==> src/logic/rv_isa_pkg.sv <==
`default_nettype none

// Architectural types and codes of the RV32 base ISA
// Nothing here is specific to one pipeline stage
package rv_isa_pkg;

  // ==============================
  // Meaningful widths
  // ==============================

  // Data or address word
  typedef logic [31:0] word_t;

  // Register file index
  typedef logic [4:0] reg_idx_t;

  // funct3 field of the instruction word
  typedef logic [2:0] funct3_t;

  // ==============================
  // Load and store size codes
  // ==============================

  // Shared by loads and stores, loads sign-extend
  localparam funct3_t FUNCT3_B  = 3'd0;
  localparam funct3_t FUNCT3_H  = 3'd1;
  localparam funct3_t FUNCT3_W  = 3'd2;

  // Zero-extending loads only
  localparam funct3_t FUNCT3_BU = 3'd4;
  localparam funct3_t FUNCT3_HU = 3'd5;

  // ==============================
  // Result source and traps
  // ==============================

  // Which value the instruction writes back
  typedef enum logic [2:0] {
    RES_ALU = 3'd0,
    RES_MEM = 3'd1,
    RES_PC4 = 3'd2,  // link address of JAL and JALR
    RES_TGT = 3'd3,  // AUIPC result
    RES_M   = 3'd4
  } res_src_e;

  // Trap cause carried down the pipe
  typedef logic [1:0] trap_code_t;

  // Misaligned load or store address
  localparam trap_code_t TRAP_LDST_MISALIGN = 2'd2;

endpackage

`default_nettype wire
==> src/logic/rv_mem_stage_pkg.sv <==
`default_nettype none

// Bundles that cross the boundaries of the memory-access stage
package rv_mem_stage_pkg;

  import rv_isa_pkg::*;

  // ==============================
  // Stage inputs from EX
  // ==============================

  // Instruction state from the EX/MEM register
  typedef struct packed {
    logic       reg_write;
    logic       mem_read;
    logic       mem_write;
    res_src_e   res_src;
    reg_idx_t   rd;
    funct3_t    funct3;
    word_t      alu_result;  // also the load/store address
    word_t      rs2_data;
    word_t      pc_plus4;
    word_t      jb_tgt;
    word_t      m_result;
    logic       trap;
    trap_code_t trap_code;
  } ex_mem_t;

  // Branch outcome and what the fetch predictor assumed
  typedef struct packed {
    logic  is_branch;
    logic  is_jalr;
    logic  branch_taken;
    logic  bpred_taken;
    word_t pred_tgt;
  } branch_info_t;

  // ==============================
  // Stage outputs
  // ==============================

  // Data memory request, separate read and write ports
  typedef struct packed {
    logic       ren;
    word_t      raddr;
    logic       we;
    word_t      waddr;
    word_t      wdata;
    logic [3:0] wstrb;
  } dmem_req_t;

  // PC redirect, taken in the cycle it is raised
  typedef struct packed {
    logic  valid;
    word_t tgt;
  } redirect_t;

  // MEM/WB register contents
  typedef struct packed {
    logic       reg_write;
    logic       trap;
    trap_code_t trap_code;
    res_src_e   res_src;
    reg_idx_t   rd;
    funct3_t    funct3;
    word_t      alu_result;
    word_t      ld_data;
    word_t      pc_plus4;
    word_t      jb_tgt;
    word_t      m_result;
  } mem_wb_t;

endpackage

`default_nettype wire

==> src/logic/mem_stage.sv <==
`timescale 1ns/1ns
`default_nettype none

// Memory-access stage of the in-order core
module mem_stage import rv_isa_pkg::*, rv_mem_stage_pkg::*; #(
  parameter int PIPELINED = 1,
  parameter int BPRED_EN  = 1
) (
  input  wire logic         clk,
  input  wire logic         rst_n,
  // From EX
  input  wire logic         valid_i,
  input  wire logic         stall_i,
  input  wire ex_mem_t      ex_i,
  input  wire branch_info_t br_i,
  // Data memory, combinational read
  input  wire word_t        dmem_rdata_i,
  output dmem_req_t         dmem_o,
  // To fetch
  output redirect_t         redir_o,
  // Forwarding
  output word_t             result_mem_o,
  output word_t             ld_data_mem_o,
  // To WB
  output logic              valid_o,
  output mem_wb_t           wb_o
);

  logic       mem_trap;
  trap_code_t mem_trap_code;
  word_t      ld_data;
  mem_wb_t    wb_in;

  // ==============================
  // Memory access
  // ==============================

  dmem_access i_dmem_access (
    .valid_i    (valid_i),
    .ex_i       (ex_i),
    .dmem_o     (dmem_o),
    .trap_o     (mem_trap),
    .trap_code_o(mem_trap_code)
  );

  // Read data returns in the same cycle
  load_format i_load_format (
    .rdata_i  (dmem_rdata_i),
    .addr_lo_i(ex_i.alu_result[1:0]),
    .funct3_i (ex_i.funct3),
    .data_o   (ld_data)
  );

  assign ld_data_mem_o = ld_data;

  // Control flow check
  branch_resolve #(
    .BPRED_EN(BPRED_EN)
  ) i_branch_resolve (
    .valid_i   (valid_i),
    .br_i      (br_i),
    .jb_tgt_i  (ex_i.jb_tgt),
    .pc_plus4_i(ex_i.pc_plus4),
    .redir_o   (redir_o)
  );

  // ==============================
  // Forwarding and WB
  // ==============================

  // Load results forward through ld_data_mem_o instead
  always_comb begin
    case (ex_i.res_src)
      RES_M:   result_mem_o = ex_i.m_result;
      RES_PC4: result_mem_o = ex_i.pc_plus4;
      RES_TGT: result_mem_o = ex_i.jb_tgt;
      default: result_mem_o = ex_i.alu_result;
    endcase
  end

  // A trapping instruction must not write the register file
  always_comb begin
    wb_in.reg_write  = ex_i.reg_write && !mem_trap;
    wb_in.trap       = mem_trap;
    wb_in.trap_code  = mem_trap_code;
    wb_in.res_src    = ex_i.res_src;
    wb_in.rd         = ex_i.rd;
    wb_in.funct3     = ex_i.funct3;
    wb_in.alu_result = ex_i.alu_result;
    wb_in.ld_data    = ld_data;
    wb_in.pc_plus4   = ex_i.pc_plus4;
    wb_in.jb_tgt     = ex_i.jb_tgt;
    wb_in.m_result   = ex_i.m_result;
  end

  mem_wb_reg #(
    .PIPELINED(PIPELINED)
  ) i_mem_wb_reg (
    .clk    (clk),
    .rst_n  (rst_n),
    .valid_i(valid_i),
    .stall_i(stall_i),
    .wb_i   (wb_in),
    .valid_o(valid_o),
    .wb_o   (wb_o)
  );

  // A trap raised here arrives in WB on the next advance
  if (PIPELINED != 0) begin : g_trap_chk
    a_trap_to_wb: assert property (@(posedge clk) disable iff (!rst_n)
      (valid_i && !stall_i && mem_trap) |=> (valid_o && wb_o.trap && !wb_o.reg_write))
      else $error("mem_stage: trap did not reach WB");
  end

endmodule

`default_nettype wire

==> src/logic/mem_wb_reg.sv <==
`timescale 1ns/1ns
`default_nettype none

// MEM/WB pipeline register
module mem_wb_reg import rv_isa_pkg::*, rv_mem_stage_pkg::*; #(
  parameter int PIPELINED = 1
) (
  input  wire logic    clk,
  input  wire logic    rst_n,
  input  wire logic    valid_i,
  input  wire logic    stall_i,
  input  wire mem_wb_t wb_i,
  output logic         valid_o,
  output mem_wb_t      wb_o
);

  if (PIPELINED != 0) begin : g_reg

    logic    valid_q;
    logic    reg_write_q;
    logic    trap_q;
    mem_wb_t payload_q;

    // ==============================
    // Control bits
    // ==============================

    // Cleared on a bubble so WB acts on them without checking valid
    always_ff @(posedge clk) begin
      if (!rst_n) begin
        valid_q     <= 1'b0;
        reg_write_q <= 1'b0;
        trap_q      <= 1'b0;
      end else if (!stall_i) begin
        valid_q     <= valid_i;
        reg_write_q <= valid_i && wb_i.reg_write;
        trap_q      <= valid_i && wb_i.trap;
      end
    end

    // ==============================
    // Payload
    // ==============================

    // Loads only with a valid instruction, goes stale across bubbles
    always_ff @(posedge clk) begin
      if (!stall_i && valid_i) begin
        payload_q <= wb_i;
      end
    end

    assign valid_o = valid_q;

    // Control bits override the payload copies
    always_comb begin
      wb_o           = payload_q;
      wb_o.reg_write = reg_write_q;
      wb_o.trap      = trap_q;
    end

    // A stalled instruction in WB is never lost
    a_stall_hold: assert property (@(posedge clk) disable iff (!rst_n)
      (stall_i && valid_o) |=> valid_o)
      else $error("mem_wb_reg: valid_o dropped under stall");

  end else begin : g_pass

    // Same-cycle pass-through, bubble still clears control
    assign valid_o = valid_i;

    always_comb begin
      wb_o           = wb_i;
      wb_o.reg_write = valid_i && wb_i.reg_write;
      wb_o.trap      = valid_i && wb_i.trap;
    end

  end

endmodule

`default_nettype wire

==> src/logic/branch_resolve.sv <==
`timescale 1ns/1ns
`default_nettype none

// Branch and JALR misprediction check with PC redirect
module branch_resolve import rv_isa_pkg::*, rv_mem_stage_pkg::*; #(
  parameter int BPRED_EN = 1
) (
  input  wire logic         valid_i,
  input  wire branch_info_t br_i,
  input  wire word_t        jb_tgt_i,
  input  wire word_t        pc_plus4_i,
  output redirect_t         redir_o
);

  logic pred_taken;
  logic branch_mispred;
  logic jalr_mispred;
  logic pred_taken_not;

  // Without a predictor fetch always falls through
  assign pred_taken = (BPRED_EN != 0) ? br_i.bpred_taken : 1'b0;

  // ==============================
  // Misprediction
  // ==============================

  // Conditional branch went the other way
  assign branch_mispred = br_i.is_branch && (br_i.branch_taken != pred_taken);

  // JALR always jumps
  // wrong when fetch did not follow or followed to the wrong address
  assign jalr_mispred = br_i.is_jalr &&
                        (!pred_taken || (br_i.pred_tgt != jb_tgt_i));

  // ==============================
  // Redirect
  // ==============================

  // Fetch went to the target but the branch fell through
  assign pred_taken_not = branch_mispred && !br_i.branch_taken;

  always_comb begin
    redir_o.valid = valid_i && (branch_mispred || jalr_mispred);
    if (pred_taken_not) begin
      redir_o.tgt = pc_plus4_i;
    end else begin
      redir_o.tgt = jb_tgt_i;
    end
  end

  // Only control transfers may steer fetch
  a_redir_src: assert final (!redir_o.valid || br_i.is_branch || br_i.is_jalr)
    else $error("branch_resolve: redirect without branch or jalr");

endmodule

`default_nettype wire

==> src/logic/dmem_access.sv <==
`timescale 1ns/1ns
`default_nettype none

// Misalignment check and data memory request
module dmem_access import rv_isa_pkg::*, rv_mem_stage_pkg::*; (
  input  wire logic    valid_i,
  input  wire ex_mem_t ex_i,
  output dmem_req_t    dmem_o,
  output logic         trap_o,
  output trap_code_t   trap_code_o
);

  logic       misalign;
  word_t      st_wdata;
  logic [3:0] st_wstrb;

  // Store lanes and strobes from rs2 and the address
  store_format i_store_format (
    .addr_lo_i(ex_i.alu_result[1:0]),
    .data_i   (ex_i.rs2_data),
    .funct3_i (ex_i.funct3),
    .wdata_o  (st_wdata),
    .wstrb_o  (st_wstrb)
  );

  // ==============================
  // Misalignment trap
  // ==============================

  // Size is in the low two funct3 bits, byte accesses never misalign
  always_comb begin
    misalign = 1'b0;
    if (ex_i.mem_read || ex_i.mem_write) begin
      case (ex_i.funct3[1:0])
        FUNCT3_H[1:0]: misalign = ex_i.alu_result[0];
        FUNCT3_W[1:0]: misalign = |ex_i.alu_result[1:0];
        default:       misalign = 1'b0;
      endcase
    end
  end

  // Own misalignment wins over a trap from an earlier stage
  assign trap_o      = ex_i.trap || misalign;
  assign trap_code_o = misalign ? TRAP_LDST_MISALIGN : ex_i.trap_code;

  // ==============================
  // Memory request
  // ==============================

  // A trapped access never reaches memory
  always_comb begin
    dmem_o.ren   = valid_i && ex_i.mem_read && !trap_o;
    dmem_o.raddr = {ex_i.alu_result[31:2], 2'b00};
    dmem_o.we    = valid_i && ex_i.mem_write && !trap_o;
    dmem_o.waddr = {ex_i.alu_result[31:2], 2'b00};
    dmem_o.wdata = st_wdata;
    dmem_o.wstrb = ex_i.mem_write ? st_wstrb : 4'b0000;
  end

  // Decode in EX must never mark one instruction as load and store
  a_no_ren_we: assert final (!(dmem_o.ren && dmem_o.we))
    else $error("dmem_access: ren and we high together");

endmodule

`default_nettype wire

==> src/logic/load_format.sv <==
`timescale 1ns/1ns
`default_nettype none

// Load data lane extraction and extension
module load_format import rv_isa_pkg::*; (
  input  wire word_t      rdata_i,
  input  wire logic [1:0] addr_lo_i,
  input  wire funct3_t    funct3_i,
  output word_t           data_o
);

  logic [7:0]  ld_byte;
  logic [15:0] ld_half;

  // ==============================
  // Lane select
  // ==============================

  // Byte lane by the two low address bits
  always_comb begin
    case (addr_lo_i)
      2'd0:    ld_byte = rdata_i[7:0];
      2'd1:    ld_byte = rdata_i[15:8];
      2'd2:    ld_byte = rdata_i[23:16];
      default: ld_byte = rdata_i[31:24];
    endcase
  end

  // Halfword lane by address bit 1
  // bit 0 is known clear, misaligned loads trap before this
  assign ld_half = addr_lo_i[1] ? rdata_i[31:16] : rdata_i[15:0];

  // ==============================
  // Extension
  // ==============================

  always_comb begin
    case (funct3_i)
      // Signed forms replicate the top bit
      FUNCT3_B:  data_o = {{24{ld_byte[7]}}, ld_byte};
      FUNCT3_H:  data_o = {{16{ld_half[15]}}, ld_half};
      // Unsigned forms pad with zeros
      FUNCT3_BU: data_o = {24'd0, ld_byte};
      FUNCT3_HU: data_o = {16'd0, ld_half};
      // Word loads unchanged
      FUNCT3_W:  data_o = rdata_i;
      default:   data_o = rdata_i;
    endcase
  end

endmodule

`default_nettype wire

==> src/logic/store_format.sv <==
`timescale 1ns/1ns
`default_nettype none

// Store data lane alignment and byte strobes
module store_format import rv_isa_pkg::*; (
  input  wire logic [1:0] addr_lo_i,
  input  wire word_t      data_i,
  input  wire funct3_t    funct3_i,
  output word_t           wdata_o,
  output logic [3:0]      wstrb_o
);

  // ==============================
  // Lane replication
  // ==============================

  // Memory picks the lane through the strobe
  // so the data is copied to every lane it could land on
  always_comb begin
    case (funct3_i)
      FUNCT3_B: begin
        wdata_o = {4{data_i[7:0]}};
      end
      FUNCT3_H: begin
        wdata_o = {2{data_i[15:0]}};
      end
      default: begin
        wdata_o = data_i;
      end
    endcase
  end

  // ==============================
  // Byte strobes
  // ==============================

  always_comb begin
    case (funct3_i)
      // One lane at the byte offset
      FUNCT3_B: wstrb_o = 4'b0001 << addr_lo_i;
      // Upper or lower half by address bit 1
      FUNCT3_H: wstrb_o = addr_lo_i[1] ? 4'b1100 : 4'b0011;
      // Full word
      default:  wstrb_o = 4'b1111;
    endcase
  end

endmodule

`default_nettype wire

==> config.mk <==
export PLATFORM = sky130hd
export DESIGN_NAME = mem_stage
export DESIGN_NICKNAME = d
export VERILOG_FILES = /design/src/logic/rv_isa_pkg.sv /design/src/logic/rv_mem_stage_pkg.sv /design/src/logic/mem_stage.sv /design/src/logic/mem_wb_reg.sv /design/src/logic/branch_resolve.sv /design/src/logic/dmem_access.sv /design/src/logic/load_format.sv /design/src/logic/store_format.sv
export SDC_FILE = /design/constraint.sdc
export NUM_CORES = 1
export LEC_CHECK = 0
export BUFFER_PORTS_ARGS = -buffer_cell sky130_fd_sc_hd__buf_2
export CORE_AREA = 2 2 240 242
export DETAILED_ROUTE_END_ITERATION = 8
export DIE_AREA = 0 0 242 244
export REMOVE_ABC_BUFFERS = 1
export SYNTH_ARGS = -nofsm -noshare
export SYNTH_HDL_FRONTEND = slang
export SYNTH_SLANG_ARGS = --single-unit
==> constraint.sdc <==
create_clock -name clk -period 12.15 [get_ports clk]
set_input_delay 3.645 -clock clk [delete_from_list [all_inputs] [get_ports clk]]
set_output_delay 3.645 -clock clk [all_outputs]
set_load 0.02 [all_outputs]
# == Word-level counts from Yosys, hierarchy flattened ==
# Index checks and enable logic that the tools add are counted.
# totals
elab_cells,59
input_bits,249
register_bits,176
out_inout_bits,375
# op_classes
shifts,1
n_mux,11
n_reduce_logical,23
n_eq_ne,12
# ops
operator,n
one-hot mux 32 bit (4 select lines),1
one-hot mux 32 bit (3 select lines),1
one-hot mux 32 bit (2 select lines),1
two-way mux 32 bit,1
inequality test 32 bit,1
one-hot mux 8 bit (3 select lines),1
two-way mux 16 bit,1
logical AND 1 bit,12
== test 3 bit (second input constant),3
two-way mux 4 bit,2
one-hot mux 4 bit (2 select lines),1
== test 3 x 2 -> 1 bit (second input constant),2
== test 2 x 1 -> 1 bit (second input constant),2
== test 2 bit (second input constant),2
logical NOT 1 bit,4
logical OR 1 bit,4
left shift 1 x 2 -> 4 bit (first input constant),1
== test 3 x 1 -> 1 bit (second input constant),1
logical NOT 3 bit,1
logical NOT 2 bit,1
one-hot mux 1 bit (2 select lines),1
OR reduction 2 bit,1
two-way mux 1 bit,1
inequality test 1 bit,1

# == Longest topological paths before layout ==
# logic_depth
ltp_word,7
mapped_depth,8

# == Hierarchy ==
# From an unflattened synthesis, not the netlist that was laid out.
# unflattened
cells_unflattened,669
area_unflattened_um2,9021.2
# by_module_without_submodules
mod,area_per_inst_um2,n_inst,seq_area_each_um2,cells_each
mem_wb_reg,5337.6,1,5255.0,188
branch_resolve,927.1,1,0.0,85
mem_stage,883.3,1,0.0,115
load_format,723.2,1,0.0,131
dmem_access,635.6,1,0.0,87
store_format,514.2,1,0.0,63

# == Least setup slack after synthesis ==
# No wires, ideal clock.
# synth_timing
path_type,input -> register
startpoint,input port stall_i
endpoint,register i_mem_wb_reg.g_reg.payload_q (netlist bit i_mem_wb_reg.wb_o[0]) (enable)
slack_ps,49
n_path_buf,0
setup_ps,735
t_required_ps,11415
cell_stages,1
arrival_ps,11366
cell_sequence,nor2b_1
# synth_between
elab_chain_cells,2
# synth_lines
element,line_no,source
from (decl),mem_stage.sv:13,"input wire logic stall_i,"
logical NOT 1 bit,--,
logical AND 1 bit,mem_wb_reg.sv:47,if (!stall_i && valid_i) begin
to (signal assigned),mem_wb_reg.sv:48,payload_q <= wb_i;
to (decl),mem_wb_reg.sv:22,mem_wb_t payload_q;
# Every way passes these cells.
# A chain may end at the register's enable or synchronous reset.

==> run metrics <==
outcome completed; CTS buffer count 17; starting density of the core between 15 and 20%; first-pass GRT wire length about 52000 µm; highest net fanout along the worst path 4; count of cell types in the netlist 43; cell total after placement 1902; worst slack at placement about 1.7 ns; number of placement rows between 80 and 90; total wire length a little under 40000 µm; number of max-slew violations in the final report 0; sum of negative setup slack 0 ns; clock net sink count approximately 180; clock-pin slew on the worst setup and hold paths 0.07 ns; maximum number of pins on one net before global-route repair 68; Post-CTS Resized 0; CTS tree done; Area Overhead vs Synth 47.2%; Seq/Total Area, Yosys 61.7%; start point of the worst min-delay path i_mem_wb_reg.g_reg.reg_write_q; Worst EP required about 8.5 ns; number of antenna violations at the first check in global routing 5; final worst slack approximately 2.2 ns; Detailed Routing Iterations Pass 1 5; total half-perimeter wirelength after legalization and detailed placement slightly above 30000 µm; Crit. End Element primary output; worst flop-to-flop path endpoint i_mem_wb_reg.valid_o; instance count along the most critical hold path 2; Arrival @ worst endpoint about 6.3 ns; Post-Layout Inst Area ~13000 µm²; final cell count without fillers between 1500 and 2000; pwr/cell area 134 nW/µm²; Synth async-reset ratio 0%; overflow left after global routing 0; Post-synth EDFFs between 150 and 200; post-synthesis cell count 620; Clock Latency Late Sink 0.46 ns; depth of the worst register-to-register path 2; number of vias per cell 3.92; leakage power figure ~5.6 nW; number of hold violations in the final report 0; number of buffers on the longest clock path 2; Post-layout nets approximately 1400; source of the worst register-to-register timing path i_mem_wb_reg.valid_o; warning count from the yosys run 0; clock tree skew after final layout 0 ns; die boundary width about 240 µm; average footprint of a synthesized cell 13.7 µm²; Netlist Area Pre-Place roughly 8500 µm²; maximum clock frequency ~100 MHz; antenna-violating nets left 0; headroom to the max-slew limit 36.9%; flop and latch count out of synthesis around 180; crit start category input pin; Core Footprint ~56000 µm²; Die Height 244 µm; H-tree levels 4; Pwr Total between 0.0015 and 0.002 W; global-route usage over all layers around 12%; initial DRC count 389; global placer's final weighted congestion approximately 0.96; Min Clock Period, post-route around 9.9 ns; final setup fails 0; number of buffers added for setup after CTS 0; worst-margin pin slew between 0.9 and 1 ns; wire length per cell ~20 µm; slack of the worst reg-to-reg path between 10 and 15 ns; RSZ-0062 raised after global routing false; drc violations 0; I/O Buffers ~620; vias in the first global route 7590; area enclosed by the die boundary just under 60000 µm²; main flop type after synthesis sky130_fd_sc_hd__edfxtp_1; Max-Cap Viols 0; critical path start-end classification in -> out; terminating pin of the worst hold path i_mem_wb_reg.g_reg.reg_write_q; Filler Cells Inserted 6095; area post-placement about 12000 µm²; fraction of the cycle the final worst path needs between 80% and 90%; hold bufs inserted after CTS 0; Vias 7594; number of placed I/O pins between 600 and 700; highest ir drop seen on vdd 97.2 µV; Root Buffer Master sky130_fd_sc_hd__clkbuf_16; hold crit path type reg -> reg; fraction of layout instances using a drive strength above 1 around 57%
through the flow:
| step | util [%] | hold slack, ns |
|---|---|---|
| after detailed placement | 21.3 | 0.454 |
| after global placement | 21.3 | 0.447 |
| after CTS | 22.3 | 0.471 |
| final | 22.3 | 0.468 |
| after global routing | 22.3 | 0.491 |
| after floorplan | - | 0.531 |
final cells by class:
cell class / count / area (µm²) / share of cell area [%]
tap: 756 / 946 / 7.55
clock inverter: 13 / 126 / 1.01
multi-input combinational: 335 / 2560 / 20.4
antenna: 4 / 10.0 / 0.0799
inverter: 4 / 15.0 / 0.120
timing repair buffer: 631 / 3190 / 25.4
sequential: 176 / 5260 / 41.9
clock buffer: 18 / 429 / 3.42
layer usage:
| metal | routed length [µm] | up-vias | GRT usage, % |
|---|---|---|---|
| met2 | 18800 | 494 | 21.1 |
| li1 | - | 3375 | - |
| met3 | 3320 | 70 | 4.39 |
| met4 | 1710 | 2 | 7.08 |
| met5 | 13 | - | 0 |
| met1 | 14500 | 3653 | 13.5 |
critical path, stage by stage:
cell	delay, ns
sky130_fd_sc_hd__buf_2	0.13
sky130_fd_sc_hd__xor2_1	0.17
sky130_fd_sc_hd__nor4_1	0.76
sky130_fd_sc_hd__nand4_1	0.38
sky130_fd_sc_hd__nor4_1	0.81
sky130_fd_sc_hd__a41oi_1	0.19
sky130_fd_sc_hd__buf_2	0.20
logic make-up (layout without fill, tap and decap cells):
group                      Yosys count  count (layout)  synth area share [%]
DFF                                176             176                  61.7
other                                1               8                0.0440
buffers and inverters              112             666                  8.64
xor gates and xnor gates            33              33                  3.39
and+or+nand+nor                    110             110                  5.79
muxes                               74              74                  9.43
adders and majority gates            3               3                 0.441
AOI/OAI and AO/OA                  111             111                  10.5
cell usage in the layout, fill, tap and decap left out, drive strengths merged, types with 2 or more instances in the layout:
cell and n:
buf 631, edfxtp 173, nand2 45, a221o 40
mux2 40, nor2 38, mux2i 33, xor2 20
clkbuf 18, o21ai 18, a21o 16, a22oi 15
xnor2 13, inv 11, a22o 8, nor2b 7
nor4 6, diode 4, conb 4, and2 4
o21a 3, nand4 3, a21boi 3, ha 3
dfxtp 3, a21oi 3, clkinv 3, or2 2
nand3b 2, clkinvlp 2, nor3b 2
registers in the layout, summed over array words and instances, names as in the netlist:
name	flops
i_mem_wb_reg.g_reg.reg_write_q	1
i_mem_wb_reg.valid_o	1
i_mem_wb_reg.wb_o	173
i_mem_wb_reg.g_reg.trap_q	1
worst max-delay path by stage:
stage	startpoint	slack [ns]	end	depth (start not counted)
2_1_floorplan	stall_i	0.05	i_mem_wb_reg.wb_o[0]	1
3_3_place_gp	ex_i[49]	1.77	redir_o[32]	7
3_5_place_dp	ex_i[49]	1.75	redir_o[32]	7
4_1_cts	ex_i[49]	1.76	redir_o[32]	7
5_1_grt	ex_i[49]	1.81	redir_o[32]	7
6_report	ex_i[49]	2.22	redir_o[32]	7
Yosys cell counts, drive strengths merged, types with 2 or more instances:
cell type	instances	area (µm²)
a22o	8	70.1
nor3b	2	20.0
edfxtp	173	5190
clkbuf	17	63.8
mux2i	33	330
buf	91	657
nand2	45	169
and2	4	27.5
nor4	6	37.5
o21a	3	22.5
a221o	40	400
nor2	38	143
mux2	40	450
a21o	16	120
xor2	20	175
dfxtp	3	60.1
xnor2	13	114
nand3b	2	15.0
inv	4	15.0
nand4	3	18.8
a21oi	3	18.8
nor2b	7	43.8
ha	3	37.5
a22oi	15	113
o21ai	18	90.1
a21boi	3	22.5
or2	2	12.5
power breakdown:
| part | leakage, nW | internal (W) | switching [W] |
|---|---|---|---|
| clock | 0.268 | 0.000285 | 0.000265 |
| sequential | 1.64 | 0.000715 | 0.0000124 |
| combinational | 3.67 | 0.000133 | 0.000268 |
Power figures use the tool's default switching activity.
